File: config.mk
export PLATFORM = sky130hd
export DESIGN_NAME = ahbResponseMux
export DESIGN_NICKNAME = d
export VERILOG_FILES = /design/src/hdl/ahbMatrixPkg.sv /design/src/hdl/ahbResponseMux.sv
export VERILOG_INCLUDE_DIRS = /design/src /design/src/hdl
export SDC_FILE = /design/constraint.sdc
export NUM_CORES = 1
export LEC_CHECK = 0
export BUFFER_PORTS_ARGS = -buffer_cell sky130_fd_sc_hd__buf_4
export CAP_MARGIN = 30
export CORE_UTILIZATION = 34
export DETAILED_ROUTE_END_ITERATION = 16
export PLACE_DENSITY = 0.84
export SETUP_SLACK_MARGIN = 0.15
export SYNTH_ARGS = -nofsm -noshare
export SYNTH_HDL_FRONTEND = slang
export SYNTH_SLANG_ARGS = --single-unit
File: constraint.sdc
create_clock -name vclk -period 1.3
set_clock_uncertainty 0.1 [all_clocks]
set_input_delay 0.195 -clock vclk [all_inputs]
set_output_delay 0.195 -clock vclk [all_outputs]
set_load 0.01 [all_outputs]
File: src/hdl/ahbMatrix_settings.svh
`ifndef AHB_MATRIX_SETTINGS_SVH
`define AHB_MATRIX_SETTINGS_SVH

`define AHB_DEVICE_COUNT      3

// ------------------------------------------------------------
// memory sizes, word address bits
`define RESET_RAM_ADDR_WIDTH  8
`define RAM_ADDR_WIDTH        10
`define RAM_WAIT_STATES       2

// address matches, compared against the listed HADDR bits
`define RESET_RAM_MATCH       7'h7f  // HADDR[28:22], 0x1fc00000 physical
`define RAM_MATCH             3'h0   // HADDR[28:26]
`define GPIO_MATCH            7'h7e  // HADDR[28:22], 0x1f800000 physical

// ------------------------------------------------------------
// board io widths
`define N_SWITCHES            18
`define N_BUTTONS             5
`define N_RED_LEDS            18
`define N_GREEN_LEDS          9
`define HEX_WIDTH             32

// gpio register offsets inside the gpio window
`define GPIO_RED_OFFSET       8'h00
`define GPIO_GREEN_OFFSET     8'h04
`define GPIO_HEX_OFFSET       8'h08
`define GPIO_SWITCH_OFFSET    8'h80
`define GPIO_BUTTON_OFFSET    8'h84

`endif

File: src/hdl/ahbMatrixPkg.sv
`include "ahbMatrix_settings.svh"

package ahbMatrixPkg;

    typedef logic [31:0] haddrT;
    typedef logic [31:0] hdataT;
    typedef logic [2:0]  hsizeT;
    typedef logic [1:0]  htransT;  // bit 1 set for NONSEQ and SEQ

    // one bit per slave, one-hot in normal use
    typedef logic [`AHB_DEVICE_COUNT-1:0] hselT;

    // ------------------------------------------------------------
    // address-phase request, shared by all slaves
    typedef struct packed {
        haddrT  haddr;
        hsizeT  hsize;
        htransT htrans;
        logic   hwrite;
    } ahbReqT;

    // data-phase response of a single slave
    typedef struct packed {
        hdataT hrdata;
        logic  hready;
        logic  hresp;
    } ahbRspT;

    // slave slots in the select vector
    localparam int slotResetRam = 0;
    localparam int slotRam      = 1;
    localparam int slotGpio     = 2;

endpackage

File: src/hdl/ahbResponseMux.sv
module ahbResponseMux (
    input  ahbMatrixPkg::hselT   hselData,
    input  ahbMatrixPkg::ahbRspT rspResetRam,
    input  ahbMatrixPkg::ahbRspT rspRam,
    input  ahbMatrixPkg::ahbRspT rspGpio,
    output ahbMatrixPkg::hdataT  HRDATA,
    output logic                 HREADY,
    output logic                 HRESP
);

    import ahbMatrixPkg::*;

    ahbRspT selRsp;

    // lowest select bit wins, unmapped falls back to main ram
    always_comb begin
        if (hselData[slotResetRam]) begin
            selRsp = rspResetRam;
        end else if (hselData[slotRam]) begin
            selRsp = rspRam;
        end else if (hselData[slotGpio]) begin
            selRsp = rspGpio;
        end else begin
            selRsp = rspRam;  // default route
        end
    end

    assign HRDATA = selRsp.hrdata;
    assign HRESP  = selRsp.hresp;

    // idle slaves keep hready high, so the AND follows the active one
    assign HREADY = rspResetRam.hready & rspRam.hready & rspGpio.hready;

endmodule

==> results of run 1 <==
[synth_stat cells]
master	n
nand2_1	33
o311ai_0	1
clkbuf_2	1
clkbuf_1	10
nor2b_4	1
nand4bb_1	33
and3_1	1
buf_6	6
o311ai_2	8
buf_2	3
inv_1	33
o311ai_1	24
[kinds of logic after synthesis]
family                 Yosys count  share of synthesized area, %
AOI/OAI and AO/OA               33                          31.3
buffers and inverters           53                          22.4
and+or+nand+nor                 68                          46.3
[timing repair]
item                                    CTS
resized for setup                        53
endpoints found under the setup margin   33
cloned                                    4
pin swaps                                 2
buffers inserted                          5
[metrics by stage]
stage	TNS [ns]	util (%)
global placement	-13.30	72.1
CTS	-0.0425	89.9
floorplan	0	-
detailed placement	-13.58	72.1
==> results_dict.tcl, run 1 <==
set metrics [dict create \
    status "stopped before the end" \
    stop_stage "global routing (5_1_grt)" \
    tool.error "[ERROR DPL-0038] Utilization greater than 100%, impossible to legalize" \
    worst_endpoint_kind "top-level output" \
    cts_hold_buf 0 \
    yosysSeqAreaShare_pct 0 \
    dp_cells 326 \
    die_x_um 59.2 \
    synthesis.area_sq_um 1110 \
    synth.area.top_cells "nand4bb_1, o311ai_1, o311ai_2" \
    yosys_warnings 0 \
    synth_top_area_cell "nand4bb_1" \
    grt_max_degree 34 \
    start_util_pct 36.2 \
    synth_cells 154 \
    io_buffers 139 \
    syn_nets 259 \
    place.gp.congestion 0.804 \
    crit_endpoint "HRDATA[30]" \
    dp_hpwl_um 3450 \
    synth_top_area_share_pct 33.4 \
    dpl_worst_slack_ns -0.450 \
    ios 139 \
    dpl_cell_area_sq_um 2220 \
    rows 20 \
    synth_cell_types 12 \
    die_h_um 59.2 \
    avgSynthCellArea_sq_um 7.23 \
]
==> run 2, diff against run 1 <==
CORE_UTILIZATION = 30   (was 34)
PLACE_DENSITY = unset   (was 0.84)
PLACE_DENSITY_LB_ADDON = 0.15   (was unset)
SETUP_SLACK_MARGIN = unset   (was 0.15)
==> run 2 against run 1 <==
  * The flow now finishes, with violations (negative setup slack)
  * Synthesized cell count did not move
  * Synthesized area did not move
==> results_dict.tcl, run 2 <==
set metrics [dict create \
    synth_top_family_by_area "simple AND/OR/NAND/NOR gates" \
    ios 139 \
    critPathMaxStageDelay_ns 0.27 \
    regArea_sq_um 0 \
    synth-simple-area-share_pct 46.3 \
    worst_setup_path_start_kind "input pin" \
    io_buffers 139 \
    grtUsageTotal_pct 21.2 \
    wl_per_cell_um 17.6 \
    antenna_cells 0 \
    synth_compound_area_share_pct 31.3 \
    drtIter0Drc 53 \
    synth_top_area_share_pct 33.4 \
    yosysSeqAreaShare_pct 0 \
    slowest_stage "nand4bb_1" \
    required_ns 1.00 \
    vias 1829 \
    crit_path_end_kind "output pin" \
    whs_ns 0.601 \
    grt_first_pass_wirelength_um 7070 \
    ant_nets 0 \
    slew_headroom_pct 77.2 \
    synthAdderAreaFrac_pct 0 \
    critPathArrivalTime_ns 1.11 \
    timing_hold_violations_final 0 \
    coreArea_sq_um 3440 \
    die_h_um 62.9 \
    leakage_uw 0.00134 \
    synth.area.top_cells "nand4bb_1, o311ai_1, o311ai_2" \
    grt_remaining_overflow 0 \
    avgSynthCellArea_sq_um 7.23 \
    die_x_um 62.9 \
    crit_chain "buf_8 -> buf_12 -> nand4bb_1 -> o311ai_2 -> buf_4" \
    antenna_found_initial 0 \
    wl_um 5920 \
    grt_max_degree 49 \
    drc 0 \
    status "finished with violations" \
    setup_violations 2 \
    hold_path_class "in -> out" \
    dp_cells 324 \
    slew_viol_final 0 \
    synth_xor_area_share_pct 0 \
    start_util_pct 32.4 \
    layout.nets 398 \
    rsz0062_at_grt "yes" \
    cts_hold_buf 0 \
    dp_hpwl_um 3050 \
    synth_cells 154 \
    crit_fanout 13 \
    synth_mux_area_share_pct 0 \
    vias_per_cell 5.43 \
    syn_nets 259 \
    area_growth_pct 153 \
    nClkBuffers 0 \
    dpl_worst_slack_ns -0.419 \
    yosys_warnings 0 \
    hold_depth 3 \
    synthesis.area_sq_um 1110 \
    die_area_sq_um 3960 \
    powerDensity_nw_per_um2 351 \
    grt_pass1_vias 1563 \
    rows 21 \
    final_common_cell "buf_4" \
    synth_top_area_cell "nand4bb_1" \
    layout_setup_ws_ns -0.105 \
    netlist_top_cells_count "inv_1, nand2_1, nand4bb_1" \
    nFillCells 232 \
    fin_setup_tns_ns -0.135 \
    synth_cell_types 12 \
    place.gp.congestion 0.811 \
    worstMarginPinSlew_ns 0.342 \
    min_period_ns 1.40 \
    fmax_mhz 712 \
    drtPass1Iterations 4 \
    mostFrequentLayoutCells "buf_4, inv_1, nand2_1, nand4bb_1, o311ai_2" \
    min_period_over_period_pct 108 \
    drive_gt1_share_pct 67.4 \
    crit_type "in -> out" \
    peakVddDrop_v 0.000178 \
    instances_no_fill 337 \
    seq_cells 0 \
    utilization_pct 81.9 \
    maxCapViolations 0 \
    violations "negative setup slack" \
]
run 2: critical path: cells and delay by family:
kind	cells	cell delay (ns)
buf+inv	3	0.49
simple gates	1	0.27
compound gates	1	0.16
run 2: report_power, final:
group	internal (uW)	leakage (uW)	switching (uW)
combinational	598	0.00134	392
clock	0	0	0
sequential	0	0	0
total	598	0.00134	392
run 2: layer usage:
layer	wire length (um)	share of wire, %	track usage (%)	vias up
li1	-	-	-	861
met1	2190	37	25.2	871
met2	3370	57	40.3	93
met3	306	5.2	2.55	4
met4	65	1.1	2.91	0
met5	0	0	0	-
run 2: cell families (layout without fill, tap and decap cells):
family / count (synthesis) / after routing
buffers and inverters: 53 / 189
AO/OA/AOI/OAI: 33 / 33
AND/OR/NAND/NOR: 68 / 69
run 2: final timing paths:
| check | startpoint | end |
|---|---|---|
| worst min-delay path | rspRam[1] | HREADY |
| worst max-delay path | hselData[0] | HRDATA[18] |
run 2: layout make-up:
| cell class | count | area, sq um | area share, % |
|---|---|---|---|
| multi-input cells | 102 | 1250 | 44.5 |
| inverters | 33 | 124 | 4.39 |
| well taps | 46 | 57.6 | 2.04 |
| repair buffers | 156 | 1380 | 49.1 |
run 2: stage by stage:
step | total power [uW] | area (sq um)
2_1_floorplan | 316 | 1110
3_3_place_gp | 721 | 2160
3_5_place_dp | 728 | 2160
4_1_cts | 800 | 2350
5_1_grt | 1050 | 2820
6_report | 991 | 2820
run 2: timing repair:
item / CTS / global route
gates resized for setup: 18 / 35
setup endpoints to repair: 33 / 33
cloned: 1 / 7
buffers inserted: 5 / 0
pin swaps: 1 / 9
No activity file was read; power rests on OpenSTA's default activity.
==> run 3, diff against run 2 <==
clock period = 1.6 ns   (was 1.3 ns; I/O delays follow)
==> run 3 against run 2 <==
  * The run now ends clean
  * Design area decreased by 23%
  * Non-clock buffer count shrank 12
  * Clock-buffer cell count unchanged
  * Power fell by 40%
  * Die area did not move
  * Critical path type unchanged
  * Critical endpoint is now HRDATA[8]
==> results_dict.tcl, run 3 (synthesized netlist as in run 2, its figures left out) <==
set metrics [dict create \
    io_buffers 139 \
    setup_violations 0 \
    instances_no_fill 325 \
    nFillCells 335 \
    ios 139 \
    antenna_cells 0 \
    final_common_cell "buf_4" \
    regArea_sq_um 0 \
    drive_gt1_share_pct 55.2 \
    slew_viol_final 0 \
    fmax_mhz 682 \
    antenna_found_initial 0 \
    fin_setup_tns_ns 0 \
    required_ns 1.26 \
    start_util_pct 32.4 \
    worst_setup_path_start_kind "input pin" \
    wl_per_cell_um 12.9 \
    crit_type "in -> out" \
    hold_path_class "in -> out" \
    die_area_sq_um 3960 \
    dp_hpwl_um 3040 \
    dpl_cell_area_sq_um 2160 \
    total_power_uw 595 \
    min_period_over_period_pct 91.6 \
    crit_path_end_kind "output pin" \
    vias_per_cell 5.04 \
    grtUsageTotal_pct 20.8 \
    die_x_um 62.9 \
    drtPass1Iterations 4 \
    cts_hold_buf 0 \
    rsz0062_at_grt "no" \
    crit_fanout 16 \
    nClkBuffers 0 \
    rows 21 \
    grt_pass1_vias 1581 \
    powerDensity_nw_per_um2 273 \
    layout.nets 386 \
    status "finished clean" \
    drtIter0Drc 47 \
    mostFrequentLayoutCells "buf_4, inv_1, nand4bb_1, nand2_1, o311ai_1" \
    min_period_ns 1.47 \
    grt_first_pass_wirelength_um 7030 \
    grt_max_degree 52 \
    grt_remaining_overflow 0 \
    area_growth_pct 95.6 \
    vias 1637 \
    leakage_uw 0.00112 \
    seq_cells 0 \
    dp_cells 324 \
    slew_headroom_pct 64.8 \
    critPathArrivalTime_ns 1.13 \
    design_area_sq_um 2180 \
    wl_um 4200 \
    ant_nets 0 \
    peakVddDrop_v 0.000138 \
    die_h_um 62.9 \
    coreArea_sq_um 3440 \
    maxCapViolations 0 \
    timing_hold_violations_final 0 \
    worstMarginPinSlew_ns 0.527 \
    drc 0 \
    place.gp.congestion 0.823 \
]
==> run 3: changes by cell type in the layout (fill, tap and decap cells not counted), sizes merged <==
cell / previous run / this run
buf: 151 / 144
clkbuf: 5 / 0
==> run 3: critical path, cell delays in order <==
cell and delay (ns):
buf_4 0.14, nor2b_4 0.44, o311ai_1 0.14, buf_4 0.16
==> run 3: cell type report <==
type,instances,area (sq um),share of cell area [%]
timing repair buffer,144,1120,51.3
multi-input combinational,102,878,40.3
inverter,33,124,5.69
tap,46,57.6,2.64
==> run 3: worst paths after layout <==
| kind | startpoint | to | slack [ns] | cells after the start |
|---|---|---|---|---|
| worst min-delay path | rspResetRam[29] | HRDATA[27] | 0.68 | 4 |
| worst max-delay path | hselData[1] | HRDATA[8] | 0.13 | 4 |
==> run 3: layer usage <==
| layer | global-route usage (%) | part of all wire (%) | vias to the layer above |
|---|---|---|---|
| li1 | - | - | 828 |
| met1 | 22.7 | 42 | 730 |
| met2 | 43.1 | 51 | 77 |
| met3 | 2.19 | 7.0 | 2 |
| met4 | 0.872 | 0.50 | 0 |
| met5 | 0 | 0 | - |
==> run 3: what timing repair did <==
item	CTS	global route
hold endpoints to repair	0	0
setup endpoints to repair	33	0
resized for setup	1	0
buffers inserted	0	0
==> run 3: per-stage QoR <==
step / hold slack (ns) / setup slack, ns / util, %
after floorplan: 0.503 / 0.237 / -
after global placement: 0.682 / -0.188 / 62.9
after detailed placement: 0.682 / -0.201 / 62.9
after CTS: 0.683 / 0.115 / 63.3
after global routing: 0.696 / 0.0240 / 63.3
final: 0.678 / 0.135 / 63.3
==> run 3: where the power goes <==
part | total [uW] | switching (uW) | internal, uW
logic | 595 | 230 | 365
registers | 0 | 0 | 0
clock network | 0 | 0 | 0
total | 595 | 230 | 365
