File: config.mk
export PLATFORM = sky130hd
export DESIGN_NAME = ahbDecoder
export DESIGN_NICKNAME = d
export VERILOG_FILES = /design/src/hdl/ahbMatrixPkg.sv /design/src/hdl/ahbDecoder.sv
export VERILOG_INCLUDE_DIRS = /design/src /design/src/hdl
export SDC_FILE = /design/constraint.sdc
export NUM_CORES = 1
export LEC_CHECK = 0
export BUFFER_PORTS_ARGS = -buffer_cell sky130_fd_sc_hd__buf_4
export CORE_AREA = 2 2 39 41
export CTS_CLUSTER_DIAMETER = 30
export DETAILED_ROUTE_END_ITERATION = 8
export DIE_AREA = 0 0 41 43
export PLACE_DENSITY = 0.58
export REMOVE_ABC_BUFFERS = 1
export SYNTH_ARGS = -nofsm -noshare
export SYNTH_HDL_FRONTEND = slang
export SYNTH_SLANG_ARGS = --single-unit
File: constraint.sdc
create_clock -name HCLK -period 0.8 [get_ports HCLK]
set_input_delay 0.16 -clock HCLK [delete_from_list [all_inputs] [get_ports HCLK]]
set_output_delay 0.16 -clock HCLK [all_outputs]
set_load 0.1 [all_outputs]
File: src/hdl/ahbMatrix_settings.svh
`ifndef AHB_MATRIX_SETTINGS_SVH
`define AHB_MATRIX_SETTINGS_SVH

`define AHB_DEVICE_COUNT      3

// ------------------------------------------------------------
// memory sizes, word address bits
`define RESET_RAM_ADDR_WIDTH  8
`define RAM_ADDR_WIDTH        10
`define RAM_WAIT_STATES       2

// address matches, compared against the listed HADDR bits
`define RESET_RAM_MATCH       7'h7f  // HADDR[28:22], 0x1fc00000 physical
`define RAM_MATCH             3'h0   // HADDR[28:26]
`define GPIO_MATCH            7'h7e  // HADDR[28:22], 0x1f800000 physical

// ------------------------------------------------------------
// board io widths
`define N_SWITCHES            18
`define N_BUTTONS             5
`define N_RED_LEDS            18
`define N_GREEN_LEDS          9
`define HEX_WIDTH             32

// gpio register offsets inside the gpio window
`define GPIO_RED_OFFSET       8'h00
`define GPIO_GREEN_OFFSET     8'h04
`define GPIO_HEX_OFFSET       8'h08
`define GPIO_SWITCH_OFFSET    8'h80
`define GPIO_BUTTON_OFFSET    8'h84

`endif

File: src/hdl/ahbMatrixPkg.sv
`include "ahbMatrix_settings.svh"

package ahbMatrixPkg;

    typedef logic [31:0] haddrT;
    typedef logic [31:0] hdataT;
    typedef logic [2:0]  hsizeT;
    typedef logic [1:0]  htransT;  // bit 1 set for NONSEQ and SEQ

    // one bit per slave, one-hot in normal use
    typedef logic [`AHB_DEVICE_COUNT-1:0] hselT;

    // ------------------------------------------------------------
    // address-phase request, shared by all slaves
    typedef struct packed {
        haddrT  haddr;
        hsizeT  hsize;
        htransT htrans;
        logic   hwrite;
    } ahbReqT;

    // data-phase response of a single slave
    typedef struct packed {
        hdataT hrdata;
        logic  hready;
        logic  hresp;
    } ahbRspT;

    // slave slots in the select vector
    localparam int slotResetRam = 0;
    localparam int slotRam      = 1;
    localparam int slotGpio     = 2;

endpackage

File: src/hdl/ahbDecoder.sv
`include "ahbMatrix_settings.svh"

module ahbDecoder (
    input  logic                HCLK,
    input  logic                HRESETn,
    input  ahbMatrixPkg::haddrT haddr,
    input  logic                ready,     // matrix-wide HREADY, marks phase change
    output ahbMatrixPkg::hselT  hselAddr,  // address-phase select
    output ahbMatrixPkg::hselT  hselData   // data-phase select
);

    import ahbMatrixPkg::*;

    hselT hselQ;  // raw decode, not yet gated

    // ------------------------------------------------------------
    // address decode on the physical address bits
    always_comb begin
        hselQ = '0;
        hselQ[slotResetRam] = (haddr[28:22] == `RESET_RAM_MATCH);  // 4 MB window
        hselQ[slotRam]      = (haddr[28:26] == `RAM_MATCH);        // 64 MB window
        hselQ[slotGpio]     = (haddr[28:22] == `GPIO_MATCH);       // 4 MB window
    end

    // no new address phase while a data phase is stretched
    assign hselAddr = ready ? hselQ : '0;

    // ------------------------------------------------------------
    // data-phase select, advances only when the bus moves on
    always_ff @(posedge HCLK) begin
        if (!HRESETn) begin
            hselData <= '0;
        end else if (ready) begin
            hselData <= hselAddr;
        end
    end

endmodule

==> flow_metrics.env, run 1 <==
export IMPL_timing_slew_headroom_pct=84.2
export IMPL_vdd_drop_max_uv=424
export IMPL_initial_core_util_pct=11.4
export IMPL_antenna_left=0
export IMPL_place_area_um2=320
export IMPL_power_density_nw_per_um2=1110
export IMPL_synth_seq_area_share_pct=38.1
export IMPL_cap_violations=0
export IMPL_rsz0062_at_grt="yes"
export IMPL_design_area_um2=493
export IMPL_critPathSlowestCell="nor3_4"
export IMPL_worstMarginPinSlew_ns=0.236
export IMPL_run_status="complete, but fails checks"
export IMPL_fin_crit_sh_pct=126
export IMPL_cts_root_buf="clkbuf_4"
export IMPL_hpwl_um=361
export IMPL_clock_path_buffers=2
export IMPL_path_max_fanout=2
export IMPL_dr_pass1_iters=1
export IMPL_cts_tree="built"
export IMPL_cts_htree_levels=1
export IMPL_fill_cells=143
export IMPL_post_synth_cell_area_avg_um2=10.5
export IMPL_cts_sinks=3
export IMPL_finalNonFillerCells=55
export IMPL_core_um2=1380
export IMPL_ys_ff_latch=3
export IMPL_drc=0
export IMPL_grt_pass1_vias=251
export IMPL_post_route_util_pct=35.6
export IMPL_cts_clk_slew_worst_paths_ns=0.04
export IMPL_gp_congestion=0.501
export IMPL_reg_top3="hselData x3"
export IMPL_yosys_top_cells_count="dfxtp_1, nor2b_1, o21a_1, nor3_2"
export IMPL_slew_viol_final=0
export IMPL_cp_start_kind="primary input"
export IMPL_routed_wirelength_um=553
export IMPL_port_buffers=15
export IMPL_clock_latency_ns=0.23
export IMPL_boundaryPins=41
export IMPL_synthDistinctLibCells=8
export IMPL_worstSetupPathType="primary input to output pin"
export IMPL_clock_skew_ns=0
export IMPL_std_cell_rows=14
export IMPL_routed_via_density=3.78
export IMPL_max_stage_delay_ns=0.26
export IMPL_grt_usage_pct=7.91
export IMPL_setup_viol=6
export IMPL_yosys_warnings=0
export IMPL_min_path_type="primary input to flop"
export IMPL_cp_cell_sequence="buf_8 > nand4_4 > nor3_4 > buf_12"
export IMPL_min_period_ns=1.01
export IMPL_die_y_um=43
export IMPL_synth_edf_count=0
export IMPL_hold_buffers=0
export IMPL_arrival_ns=0.85
export IMPL_die_area_um2=1760
export IMPL_fmax_ghz=0.995
export IMPL_grt_max_degree=5
export IMPL_hp_start="HRESETn"
export IMPL_grt_ovfl_total=0
export IMPL_regArea_um2=63.8
export IMPL_cts_buffers=3
export IMPL_antenna_found_initial=0
export IMPL_crit_path_end_kind="output pin"
export IMPL_synthCells=15
export IMPL_vias=208
export IMPL_path_delay_family="simple AND/OR/NAND/NOR gates"
export IMPL_drt_iter0_drc=0
export IMPL_top_register="hselData"
export IMPL_leakagePower_nw=0.213
export IMPL_yosys_area_top_type="dfxtp_1"
export IMPL_final_setup_worst_slack_ns=-0.205
export IMPL_drive_gt1_share_pct=79.5
export IMPL_multi_input_area_um2=136
export IMPL_wl_per_cell_um=10.1
export IMPL_ys_top_cells_by_area="dfxtp_1, o21a_1, nor3_2"
export IMPL_hold_viol=0
export IMPL_synthArstFlopShare_pct=0
export IMPL_die_w_um=41
export IMPL_ys_flop_type="dfxtp_1"
export IMPL_synthToLayoutAreaGrowth_pct=213
export IMPL_grt_pass1_wl_um=828
export IMPL_syn_area_um2=158
export IMPL_startpoint="haddr[27]"
export IMPL_fin_nets=75
export IMPL_dp_cells=50
export IMPL_worstPathRequired_ns=0.64
export IMPL_largest_reg_flops=3
export IMPL_synthDominantCellAreaShare_pct=38.1
export IMPL_violations="negative setup slack"
export IMPL_crit_buf_inv=2
export IMPL_timing_rr_start="hselData[2]"
export IMPL_fin_hold_ws_ns=0.156
export IMPL_insertedDiodeCount=0
-- path summary, 6_finish.rpt --
path                               endpoint  slack [ns]  cells past startpoint
worst max register to register  hselData[2]        0.07                      2
worst min-delay path            hselData[1]        0.16                      2
worst min register to register  hselData[0]        0.60                      2
worst max-delay path            hselAddr[2]       -0.21                      4
-- placed cells by master (no fill, tap or decap), types with 2 or more instances in the layout --
cell type / netlist / layout
buf_8: 0 / 2
nor2b_1: 3 / 3
buf_6: 0 / 4
buf_12: 0 / 5
dfxtp_2: 0 / 3
nor3_4: 0 / 2
o21a_1: 3 / 3
clkbuf_4: 0 / 3
buf_4: 0 / 9
-- timing repair --
action / CTS / global route
pin swaps: 4 / 6
resized for setup: 31 / 3
buffers inserted: 2 / 2
endpoints found under the setup margin: 6 / 7
-- stage by stage --
step	setup WS [ns]	power, mW	TNS [ns]
floorplan	-1.50	0.189	-7.48
global placement	-0.320	0.246	-1.10
detailed placement	-0.310	0.246	-1.02
CTS	-0.207	0.559	-0.979
global route	-0.229	0.586	-1.06
finish	-0.205	0.547	-0.883
-- report_power, final --
part / leakage [nW] / internal (mW) / total, mW / switching, mW
clock: 0.0150 / 0.187 / 0.265 / 0.0776
combinational: 0.172 / 0.0663 / 0.129 / 0.0629
sequential: 0.0257 / 0.152 / 0.154 / 0.00138
-- cell families (layout without fill, tap and decap cells) --
| logic type | Yosys count | count (layout) | synth area share (%) |
|---|---|---|---|
| AOI/OAI and AO/OA | 3 | 3 | 14.3 |
| buffers and inverters | 1 | 25 | 2.38 |
| DFF | 3 | 3 | 38.1 |
| and+or+nand+nor | 8 | 8 | 45.2 |
-- routing by layer --
metal  part of all wire (%)  global-route usage [%]  up-vias
li1                       -                       -      102
met1                     26                    4.78       93
met2                     60                    13.4       11
met3                     12                    4.71        2
met4                   0.72                    8.00        0
met5                      0                       0        -
-- cell type report --
class                   instances  share of cell area (%)
clock buffers                   4                    5.33
inverters                       1                   0.761
multi-input cells              11                    27.7
flip-flops and latches          3                    12.9
well taps                      16                    4.06
repair buffers                 20                    49.2
No activity file was read; power rests on OpenSTA's default activity.
==> run 2, diff against run 1 <==
--- a/config.mk
+++ b/config.mk
@@ -12,7 +12,6 @@
 export DETAILED_ROUTE_END_ITERATION = 8
 export DIE_AREA = 0 0 41 43
 export PLACE_DENSITY = 0.58
-export REMOVE_ABC_BUFFERS = 1
 export SYNTH_ARGS = -nofsm -noshare
 export SYNTH_HDL_FRONTEND = slang
 export SYNTH_SLANG_ARGS = --single-unit
==> flow_metrics.env, run 2 (synthesis gave the netlist of run 1 again) <==
export IMPL_cts_tree="built"
export IMPL_grt_ovfl_total=0
export IMPL_routed_via_density=3.86
export IMPL_fill_cells=139
export IMPL_path_delay_family="buffers and inverters"
export IMPL_syn_nets=50
export IMPL_cts_buffers=3
export IMPL_clock_path_buffers=2
export IMPL_worstPathRequired_ns=0.64
export IMPL_insertedDiodeCount=0
export IMPL_wl_per_cell_um=9.39
export IMPL_grt_usage_pct=7.54
export IMPL_post_route_util_pct=33.7
export IMPL_regArea_um2=63.8
export IMPL_grt_max_degree=4
export IMPL_std_cell_rows=14
export IMPL_arrival_ns=0.85
export IMPL_run_status="complete, but fails checks"
export IMPL_drt_iter0_drc=2
export IMPL_fin_nets=71
export IMPL_drc=0
export IMPL_r2r_setup_slack_ns=0.07
export IMPL_antenna_left=0
export IMPL_crit_buf_inv=2
export IMPL_hp_start="HRESETn"
export IMPL_cap_violations=0
export IMPL_timing_rr_start="hselData[0]"
export IMPL_worstSetupPathType="primary input to output pin"
export IMPL_hold_end="hselData[1]"
export IMPL_multi_input_area_um2=136
export IMPL_final_setup_worst_slack_ns=-0.208
export IMPL_clock_latency_ns=0.23
export IMPL_initial_core_util_pct=11.4
export IMPL_min_period_ns=1.01
export IMPL_cts_htree_levels=1
export IMPL_worstRegToRegCells=2
export IMPL_vdd_drop_max_uv=359
export IMPL_leakagePower_nw=0.194
export IMPL_postCtsSetupBuffers=0
export IMPL_die_w_um=41
export IMPL_cp_cell_sequence="buf_8 > nor4b_4 > buf_6"
export IMPL_die_area_um2=1760
export IMPL_cts_sinks=3
export IMPL_rr_endpoint="hselData[0]"
export IMPL_cts_clk_slew_worst_paths_ns=0.04
export IMPL_timing_slew_headroom_pct=82.8
export IMPL_fin_crit_sh_pct=126
export IMPL_slew_viol_final=0
export IMPL_hold_buffers=0
export IMPL_die_y_um=43
export IMPL_worstMarginPinSlew_ns=0.257
export IMPL_clock_skew_ns=0
export IMPL_violations="negative setup slack"
export IMPL_rsz0062_at_grt="yes"
export IMPL_vias=197
export IMPL_antenna_found_initial=0
export IMPL_holdPathStages=2
export IMPL_port_buffers=15
export IMPL_routed_wirelength_um=479
export IMPL_power_density_nw_per_um2=1180
export IMPL_dr_pass1_iters=2
export IMPL_fmax_ghz=0.992
export IMPL_power_mw=0.549
export IMPL_min_path_type="primary input to flop"
export IMPL_critPathSlowestCell="nor4b_4"
export IMPL_cts_root_buf="clkbuf_4"
export IMPL_largest_reg_flops=3
export IMPL_crit_path_end_kind="output pin"
export IMPL_reg_top3="hselData x3"
export IMPL_cp_start_kind="primary input"
export IMPL_path_max_fanout=2
export IMPL_synthToLayoutAreaGrowth_pct=196
export IMPL_core_um2=1380
export IMPL_drive_gt1_share_pct=77.1
export IMPL_gp_congestion=0.613
export IMPL_grt_pass1_wl_um=800
export IMPL_final_cell_mix="buf_4, buf_12"
export IMPL_hold_viol=0
export IMPL_max_stage_delay_ns=0.31
export IMPL_grt_pass1_vias=192
export IMPL_top_register="hselData"
export IMPL_boundaryPins=41
export IMPL_setup_viol=6
-- run 2: cell types whose count changed in the layout (fill, tap and decap cells not counted), sizes merged --
cell | before | now
buf | 20 | 16
-- run 2: how the worst max path moves through the flow --
stage / start / end / slack, ns / depth (start not counted)
floorplan: haddr[28] / hselData[1] / -0.71 / 2
global placement: haddr[28] / hselAddr[0] / -0.31 / 4
detailed placement: haddr[28] / hselAddr[0] / -0.31 / 4
CTS: haddr[26] / hselAddr[1] / -0.21 / 3
global route: haddr[28] / hselAddr[1] / -0.23 / 3
finish: haddr[28] / hselAddr[1] / -0.21 / 3
-- run 2: final cells by class --
| type | instances | share of cell area [%] |
|---|---|---|
| repair buffers | 16 | 46.4 |
| multi-input cells | 11 | 29.2 |
| flip-flops and latches | 3 | 13.7 |
| clock buffers | 4 | 5.63 |
| well taps | 16 | 4.29 |
| inverters | 1 | 0.804 |
-- run 2: layer usage --
layer | up-vias | track usage, % | wire length [um]
li1 | 94 | - | -
met1 | 83 | 9.35 | 203
met2 | 18 | 7.81 | 180
met3 | 2 | 4.71 | 80
met4 | 0 | 8.00 | 14
met5 | - | 0 | 0
-- run 2: timing repair --
item	in CTS	in global routing
resized for setup	23	2
pin swaps	4	1
endpoints found under the setup margin	6	6
-- run 2: power by group --
part           leakage (nW)  internal [mW]  switching (mW)
Clock                0.0150          0.187          0.0799
Sequential           0.0257          0.152         0.00134
Combinational         0.153         0.0663          0.0620
Total                 0.194          0.405           0.143
-- run 2: through the flow --
stage	TNS (ns)	worst slack (ns)	cells	hold WS (ns)	instance area (um2)
3_5_place_dp	-0.914	-0.315	47	0.392	343
4_1_cts	-0.892	-0.211	51	0.144	459
6_report	-0.828	-0.208	51	0.150	467
2_1_floorplan	-3.68	-0.711	15	0.278	203
5_1_grt	-0.990	-0.226	51	0.146	467
3_3_place_gp	-0.920	-0.315	47	0.386	343
