### config.mk
export PLATFORM = sky130hd
export DESIGN_NAME = ahbGpioSlave
export DESIGN_NICKNAME = d
export VERILOG_FILES = /design/src/hdl/ahbMatrixPkg.sv /design/src/hdl/ahbGpioSlave.sv
export VERILOG_INCLUDE_DIRS = /design/src /design/src/hdl
export SDC_FILE = /design/constraint.sdc
export NUM_CORES = 1
export LEC_CHECK = 0
export BUFFER_PORTS_ARGS = -buffer_cell sky130_fd_sc_hd__buf_2
export CAP_MARGIN = 10
export CORE_MARGIN = 1
export CORE_UTILIZATION = 30
export DETAILED_ROUTE_END_ITERATION = 8
export PLACE_DENSITY_LB_ADDON = 0.25
export SYNTH_ARGS = -nofsm -noshare
export SYNTH_HDL_FRONTEND = slang
export SYNTH_SLANG_ARGS = --single-unit
### constraint.sdc
create_clock -name HCLK -period 2.78 [get_ports HCLK]
set_input_delay 0.278 -clock HCLK [delete_from_list [all_inputs] [get_ports HCLK]]
set_output_delay 0.278 -clock HCLK [all_outputs]
set_load 0.05 [all_outputs]
### src/hdl/ahbMatrix_settings.svh
`ifndef AHB_MATRIX_SETTINGS_SVH
`define AHB_MATRIX_SETTINGS_SVH

`define AHB_DEVICE_COUNT      3

// ------------------------------------------------------------
// memory sizes, word address bits
`define RESET_RAM_ADDR_WIDTH  8
`define RAM_ADDR_WIDTH        10
`define RAM_WAIT_STATES       2

// address matches, compared against the listed HADDR bits
`define RESET_RAM_MATCH       7'h7f  // HADDR[28:22], 0x1fc00000 physical
`define RAM_MATCH             3'h0   // HADDR[28:26]
`define GPIO_MATCH            7'h7e  // HADDR[28:22], 0x1f800000 physical

// ------------------------------------------------------------
// board io widths
`define N_SWITCHES            18
`define N_BUTTONS             5
`define N_RED_LEDS            18
`define N_GREEN_LEDS          9
`define HEX_WIDTH             32

// gpio register offsets inside the gpio window
`define GPIO_RED_OFFSET       8'h00
`define GPIO_GREEN_OFFSET     8'h04
`define GPIO_HEX_OFFSET       8'h08
`define GPIO_SWITCH_OFFSET    8'h80
`define GPIO_BUTTON_OFFSET    8'h84

`endif

### src/hdl/ahbMatrixPkg.sv
`include "ahbMatrix_settings.svh"

package ahbMatrixPkg;

    typedef logic [31:0] haddrT;
    typedef logic [31:0] hdataT;
    typedef logic [2:0]  hsizeT;
    typedef logic [1:0]  htransT;  // bit 1 set for NONSEQ and SEQ

    // one bit per slave, one-hot in normal use
    typedef logic [`AHB_DEVICE_COUNT-1:0] hselT;

    // ------------------------------------------------------------
    // address-phase request, shared by all slaves
    typedef struct packed {
        haddrT  haddr;
        hsizeT  hsize;
        htransT htrans;
        logic   hwrite;
    } ahbReqT;

    // data-phase response of a single slave
    typedef struct packed {
        hdataT hrdata;
        logic  hready;
        logic  hresp;
    } ahbRspT;

    // slave slots in the select vector
    localparam int slotResetRam = 0;
    localparam int slotRam      = 1;
    localparam int slotGpio     = 2;

endpackage

### src/hdl/ahbGpioSlave.sv
`include "ahbMatrix_settings.svh"

module ahbGpioSlave (
    input  logic                         HCLK,
    input  logic                         HRESETn,
    input  ahbMatrixPkg::ahbReqT         req,
    input  logic                         sel,
    input  logic                         ready,
    input  ahbMatrixPkg::hdataT          hwdata,
    output ahbMatrixPkg::ahbRspT         rsp,
    input  logic [`N_SWITCHES-1:0]       switches,
    input  logic [`N_BUTTONS-1:0]        buttons,
    output logic [`N_RED_LEDS-1:0]       redLeds,
    output logic [`N_GREEN_LEDS-1:0]     greenLeds,
    output logic [`HEX_WIDTH-1:0]        hexDisplay
);

    import ahbMatrixPkg::*;

    logic [7:0]             gpioOffset;  // data-phase register offset
    logic                   writeFlag;
    logic [`N_SWITCHES-1:0] switchSample;
    logic [`N_BUTTONS-1:0]  buttonSample;
    hdataT                  readData;

    // ------------------------------------------------------------
    // address phase capture
    always_ff @(posedge HCLK) begin
        if (!HRESETn) begin
            writeFlag <= 1'b0;
        end else if (ready) begin
            writeFlag <= sel & req.htrans[1] & req.hwrite;
        end
    end

    always_ff @(posedge HCLK) begin
        if (sel && req.htrans[1] && ready) gpioOffset <= req.haddr[7:0];
        switchSample <= switches;  // board inputs, one sample per cycle
        buttonSample <= buttons;
    end

    // output registers, written in the data phase
    always_ff @(posedge HCLK) begin
        if (!HRESETn) begin
            redLeds    <= '0;
            greenLeds  <= '0;
            hexDisplay <= '0;
        end else if (writeFlag && ready) begin
            case (gpioOffset)
                `GPIO_RED_OFFSET:   redLeds    <= hwdata[`N_RED_LEDS-1:0];
                `GPIO_GREEN_OFFSET: greenLeds  <= hwdata[`N_GREEN_LEDS-1:0];
                `GPIO_HEX_OFFSET:   hexDisplay <= hwdata[`HEX_WIDTH-1:0];
                default: ;  // read-only or unused offset
            endcase
        end
    end

    // ------------------------------------------------------------
    always_comb begin
        case (gpioOffset)
            `GPIO_RED_OFFSET:    readData = hdataT'(redLeds);
            `GPIO_GREEN_OFFSET:  readData = hdataT'(greenLeds);
            `GPIO_HEX_OFFSET:    readData = hdataT'(hexDisplay);
            `GPIO_SWITCH_OFFSET: readData = hdataT'(switchSample);
            `GPIO_BUTTON_OFFSET: readData = hdataT'(buttonSample);
            default:             readData = '0;
        endcase
    end

    assign rsp = '{hrdata: readData, hready: 1'b1, hresp: 1'b0};  // never stalls

endmodule

==> results of run 1 <==
[metrics by stage]
| step | setup WS (ns) | util [%] | area [um2] | hold WS, ns | instances |
|---|---|---|---|---|---|
| global route | 0.0159 | 41.9 | 4890 | 0.00885 | 656 |
| floorplan | 0.280 | - | 3660 | 0.306 | 354 |
| detailed placement | 0.475 | 39.5 | 4600 | 0.382 | 640 |
| finish | 0.102 | 41.9 | 4890 | 0.0218 | 656 |
| CTS | 0.0817 | 41.9 | 4890 | 0.00545 | 656 |
| global placement | 0.486 | 39.5 | 4600 | 0.381 | 640 |
[worst max-delay path, cell delays in order (launching register included)]
cell and delay (ns):
edfxtp_1 0.42, or4_4 0.57, or3_1 0.52, o22ai_1 0.24
buf_2 0.29
[final cells by class]
type                       count  share of cell area [%]
timing repair buffer         171                    18.4
clock buffer                  10                    4.89
multi-input combinational    234                    33.1
inverter                       1                  0.0768
clock inverter                 6                   0.972
tap                          143                    3.66
sequential                    91                    38.9
[power by group]
group | switching (uW) | leakage, uW | internal (uW) | total (uW)
Combinational | 73.1 | 0.00180 | 61.5 | 135
Sequential | 14.3 | 0.000751 | 1350 | 1360
Clock | 528 | 0.000136 | 636 | 1160
[routing by layer]
| metal | GRT usage (%) | part of all wire, % |
|---|---|---|
| met5 | 0 | 0 |
| met1 | 19.5 | 45 |
| met3 | 4.70 | 6.1 |
| met4 | 7.20 | 1.5 |
| met2 | 26.1 | 47 |
[synthesized netlist by cell type, types with 2 or more instances]
| master | n | area share (%) |
|---|---|---|
| edfxtp_1 | 8 | 6.6 |
| and2_1 | 2 | 0.34 |
| and3_1 | 15 | 2.6 |
| dfxtp_1 | 83 | 45 |
| conb_1 | 2 | 0.21 |
| mux2_2 | 4 | 1.2 |
| o2bb2ai_1 | 9 | 2.2 |
| mux2i_1 | 76 | 21 |
| nor2b_1 | 2 | 0.34 |
| buf_2 | 9 | 1.2 |
| buf_1 | 2 | 0.21 |
| o22ai_1 | 8 | 1.4 |
| clkbuf_1 | 14 | 1.4 |
| a22oi_1 | 8 | 1.6 |
| buf_4 | 2 | 0.41 |
| nand2_1 | 93 | 9.5 |
| nand4_1 | 3 | 0.51 |
[how the worst min path moves through the flow]
stage | endpoint | slack [ns] | start | cells after the start
after global routing | switchSample[10] | 0.009 | switches[10] | 1
after detailed placement | switchSample[13] | 0.38 | switches[13] | 1
after CTS | switchSample[10] | 0.005 | switches[10] | 1
final | switchSample[0] | 0.02 | switches[0] | 1
after global placement | switchSample[9] | 0.38 | switches[9] | 1
after floorplan | buttonSample[0] | 0.31 | buttons[0] | 0
[cells by family after synthesis]
family,synth area share [%]
buffers and inverters,3.69
AOI/OAI and AO/OA,5.51
and+or+nand+nor,15.9
DFF,52.0
muxes,22.6
other,0.205
[sequential cells by signal, indices dropped and copies added, names as in the netlist]
signal	flops
gpioOffset	8
greenLeds	9
hexDisplay	32
writeFlag	1
buttonSample	5
redLeds	18
switchSample	18
==> impl_metrics.py, run 1 <==
metrics = {
    "status": {
        "run_status": "finished, final reports clean",
    },
    "setup_path": {
        "r2r-start": "gpioOffset[2]",
        "reg2reg_to": "hexDisplay[8]",
        "crit_fanout": 9,
        "arrival_ns": 2.40,
        "setup.worst_path.end": "rsp[10]",
        "cp.required_ns": 2.50,
        "start_kind": "flop",
        "ff2ff_path_depth": 5,
        "end_kind": "output pin",
        "crit_type": "reg -> out",
        "r2r_slack_ns": 0.78,
        "crit_start": "gpioOffset[5]",
    },
    "synthesis": {
        "netlist_area_mm2": 0.00366,
        "syn_inst": 354,
        "ys_seq_elements": 91,
        "synth_cell_type_count": 31,
        "synth-seq-area-share_pct": 52.0,
        "synthArstFlopShare_pct": 0,
        "synth_top_flop_cell": "dfxtp_1",
        "synth_edf_count": 8,
        "synth_area_per_cell_um2": 10.3,
        "syn_nets": 451,
        "synth-warning-count": 0,
    },
    "final_layout": {
        "seq_area_mm2": 0.00190,
        "final_cell_mix": "buf_2 (159), nand2_1 (93), dfxtp_1 (83)",
        "mostFrequentLayoutCell": "buf_2",
        "diodes": 0,
        "layout-drive-gt1-share_pct": 38.2,
        "n_fill_cell": 1149,
        "multiInputGateArea_mm2": 0.00162,
        "synthToLayoutAreaGrowth_pct": 33.7,
        "final_nets": 605,
    },
    "sta": {
        "fin_crit_ns": 2.68,
        "finalHoldViolCount": 0,
        "fin_crit_sh_pct": 96.3,
        "fin_tns_setup_ns": 0,
        "timing.fmax_ghz": 0.373,
        "rsz0062_at_grt": "false",
        "tightestPinTransition_ns": 0.804,
        "slew_headroom_pct": 46.4,
        "drv_slew": 0,
        "report.final.setup_viol": 0,
        "skew_ns": 0.00685,
    },
    "drt": {
        "route.detailed.drc": 0,
        "drt_pass1_iterations": 6,
        "route.vias.total": 3081,
        "antenna_left": 0,
        "vias_per_cell": 4.70,
        "wl_per_cell_um": 14.8,
        "wirelength_mm": 9.71,
        "first_iter_violations": 107,
    },
    "clocking": {
        "hold_buffers": 0,
        "cts_tree": "built",
        "post_cts_buffers": 0,
        "numCtsBuffers": 9,
        "clk_pin_slew_ns": 0.07,
        "cts_sinks": 91,
        "ctsResizeCount": 0,
        "clock_latency_ns": 0.35,
        "clockBufferDepth": 2,
        "clockRootBuffer": "clkbuf_16",
        "h-tree-depth": 3,
    },
    "placed_design": {
        "io_buffer_count": 159,
        "gp_congestion": 0.702,
        "dp_hpwl_mm": 7.01,
    },
    "min_path": {
        "hold_class": "in -> reg",
    },
    "pwr": {
        "p_total_uw": 2660,
        "p_leak_uw": 0.00269,
        "ir_drop_uv": 309,
        "power_density_mw_per_mm2": 544,
    },
    "floorplanning": {
        "dieArea_mm2": 0.0126,
        "die_y_um": 112,
        "ios": 190,
        "die-width_um": 112,
        "start_util_pct": 31.4,
        "num_rows": 39,
        "design.core.area_mm2": 0.0117,
    },
    "global_route": {
        "grt_overflow": 0,
        "grt_max_degree": 50,
        "antenna_found_initial": 0,
        "grt_pass1_wl_mm": 15.4,
        "track_usage_pct": 16.0,
        "grt_pass1_vias": 3077,
    },
    "run": {
        "maxCapViolCount": 0,
    },
}
Power figures use the tool's default switching activity.
==> run 2: changes to the inputs <==
--- a/config.mk
+++ b/config.mk
@@ -9,7 +9,7 @@
 export BUFFER_PORTS_ARGS = -buffer_cell sky130_fd_sc_hd__buf_2
 export CAP_MARGIN = 10
 export CORE_MARGIN = 1
-export CORE_UTILIZATION = 30
+export CORE_UTILIZATION = 49
 export DETAILED_ROUTE_END_ITERATION = 8
 export PLACE_DENSITY_LB_ADDON = 0.25
 export SYNTH_ARGS = -nofsm -noshare
==> impl_metrics.py, run 2 (synthesized netlist as in run 1, its figures left out) <==
metrics = {
    "global_route": {
        "grt_pass1_wl_mm": 13.0,
        "grt_use_met3_pct": 6.25,
        "antenna_found_initial": 0,
        "grt_pass1_vias": 2829,
        "gr-usage-met2_pct": 36.6,
        "grt-busiest-layer": "met2",
        "grt_util_met1_pct": 26.2,
        "grt_max_degree": 51,
        "grt_overflow": 0,
        "track_usage_pct": 22.0,
    },
    "min_path": {
        "hold_class": "in -> reg",
    },
    "run": {
        "maxCapViolCount": 0,
    },
    "setup_path": {
        "slowest_delay_ns": 0.58,
        "setup.worst_path.end": "rsp[13]",
        "end_kind": "output pin",
        "arrival_ns": 2.40,
        "crit_start": "gpioOffset[5]",
        "start_kind": "flop",
        "critical_path.slowest_cell": "or4_4",
        "reg2reg_to": "greenLeds[5]",
        "r2r_slack_ns": 0.73,
        "ff2ff_path_depth": 4,
        "crit_fanout": 9,
        "critical_path.cell_chain": "or4_4 > nor4b_4 > o2bb2ai_1 > buf_2",
        "r2r-start": "gpioOffset[3]",
        "crit_type": "reg -> out",
        "cp.required_ns": 2.50,
    },
    "drt": {
        "drt_pass1_iterations": 4,
        "wirelength_mm": 8.68,
        "wl_per_cell_um": 13.8,
        "vias_per_cell": 4.98,
        "first_iter_violations": 124,
        "route.vias.total": 3123,
        "route.detailed.drc": 0,
        "antenna_left": 0,
    },
    "sta": {
        "drv_slew": 0,
        "whs_ns": 0.0210,
        "fin_crit_sh_pct": 96.3,
        "fin_crit_ns": 2.68,
        "slew_headroom_pct": 49.8,
        "rsz0062_at_grt": "false",
        "timing.fmax_ghz": 0.374,
        "tightestPinTransition_ns": 0.753,
        "fin_tns_setup_ns": 0,
        "finalHoldViolCount": 0,
        "report.final.setup_viol": 0,
        "layout_setup_ws_ns": 0.104,
        "skew_ns": 0.0138,
    },
    "pwr": {
        "power_density_mw_per_mm2": 486,
        "p_leak_uw": 0.00272,
        "ir_drop_uv": 439,
    },
    "placed_design": {
        "io_buffer_count": 159,
        "place_area_mm2": 0.00454,
        "dp_hpwl_mm": 6.10,
        "dp_slack_ns": 0.459,
        "gp_congestion": 0.762,
        "dpl.cell_count": 595,
    },
    "clocking": {
        "clockRootBuffer": "clkbuf_8",
        "h-tree-depth": 3,
        "numCtsBuffers": 9,
        "cts_tree": "built",
        "clk_pin_slew_ns": 0.09,
        "cts_sinks": 91,
        "clockBufferDepth": 2,
        "clock_latency_ns": 0.36,
        "post_cts_buffers": 0,
    },
    "final_layout": {
        "top_regs": "hexDisplay x32, redLeds x18, switchSample x18",
        "largest_register_ffs": 32,
        "largest-register": "hexDisplay",
        "final_cell_count_no_fill": 627,
        "final_cell_mix": "buf_2 (159), nand2_1 (93), dfxtp_1 (83)",
        "final_area_mm2": 0.00490,
        "final_nets": 620,
        "layout-drive-gt1-share_pct": 36.9,
        "mostFrequentLayoutCell": "buf_2",
        "diodes": 0,
        "synthToLayoutAreaGrowth_pct": 34.0,
    },
    "floorplanning": {
        "die_y_um": 88.4,
        "dieArea_mm2": 0.00781,
        "design.core.area_mm2": 0.00721,
        "start_util_pct": 50.7,
        "die-width_um": 88.4,
        "ios": 190,
        "num_rows": 31,
    },
    "status": {
        "run_status": "finished, final reports clean",
    },
}
-- run 2: cell types whose count changed in the layout (fill, tap and decap cells not counted) --
cell	delta
dlygate4sd3_1	+16
clkbuf_16	-8
clkbuf_8	+8
clkinvlp_4	-2
buf_4	-1
clkbuf_1	+1
inv_6	+1
or3_1	-1
or3_4	+1
-- run 2: power by group --
group	internal, uW	switching, uW
registers	1350	11.9
clock network	390	479
logic	77.8	76.3
total	1810	568
-- run 2: worst min-delay path by stage --
stage / startpoint / end / cells past startpoint
finish: switches[7] / switchSample[7] / 1
global route: switches[2] / switchSample[2] / 1
CTS: switches[3] / switchSample[3] / 1
detailed placement: switches[3] / switchSample[3] / 1
global placement: switches[9] / switchSample[9] / 1
floorplan: buttons[0] / buttonSample[0] / 0
-- run 2: per-layer routing --
layer	vias to the layer above	part of all wire (%)
met2	106	48
met3	18	6.3
li1	1552	-
met4	0	2.5
met5	-	0
met1	1447	43
-- run 2: layout make-up --
| type | count | area, um2 |
|---|---|---|
| multi-input combinational | 234 | 1630 |
| clock buffer | 11 | 153 |
| tap | 99 | 124 |
| fill | 589 | 2310 |
| inverter | 1 | 3.75 |
| clock inverter | 5 | 41.3 |
| sequential | 91 | 1900 |
| timing repair buffer | 186 | 1050 |
-- run 2: through the flow --
step                      util [%]  total power, uW
after global routing          67.9             2480
after detailed placement      62.9             1520
after floorplan                  -             1460
after CTS                     66.3             2390
after global placement        62.9             1520
final                         67.9             2380
-- run 2: critical path: cells and delay by family (launching register included) --
kind / cells / cell delay [ns]
buffers and inverters: 1 / 0.29
AOI/OAI and AO/OA: 1 / 0.19
and+or+nand+nor: 2 / 1.14
DFF: 1 / 0.44
-- run 2: repair_timing --
| item | in CTS | in global routing |
|---|---|---|
| endpoints found under the hold margin | 5 | 11 |
| setup endpoints to repair | 0 | 2 |
| hold buffers | 5 | 11 |
| gates resized for setup | 0 | 1 |
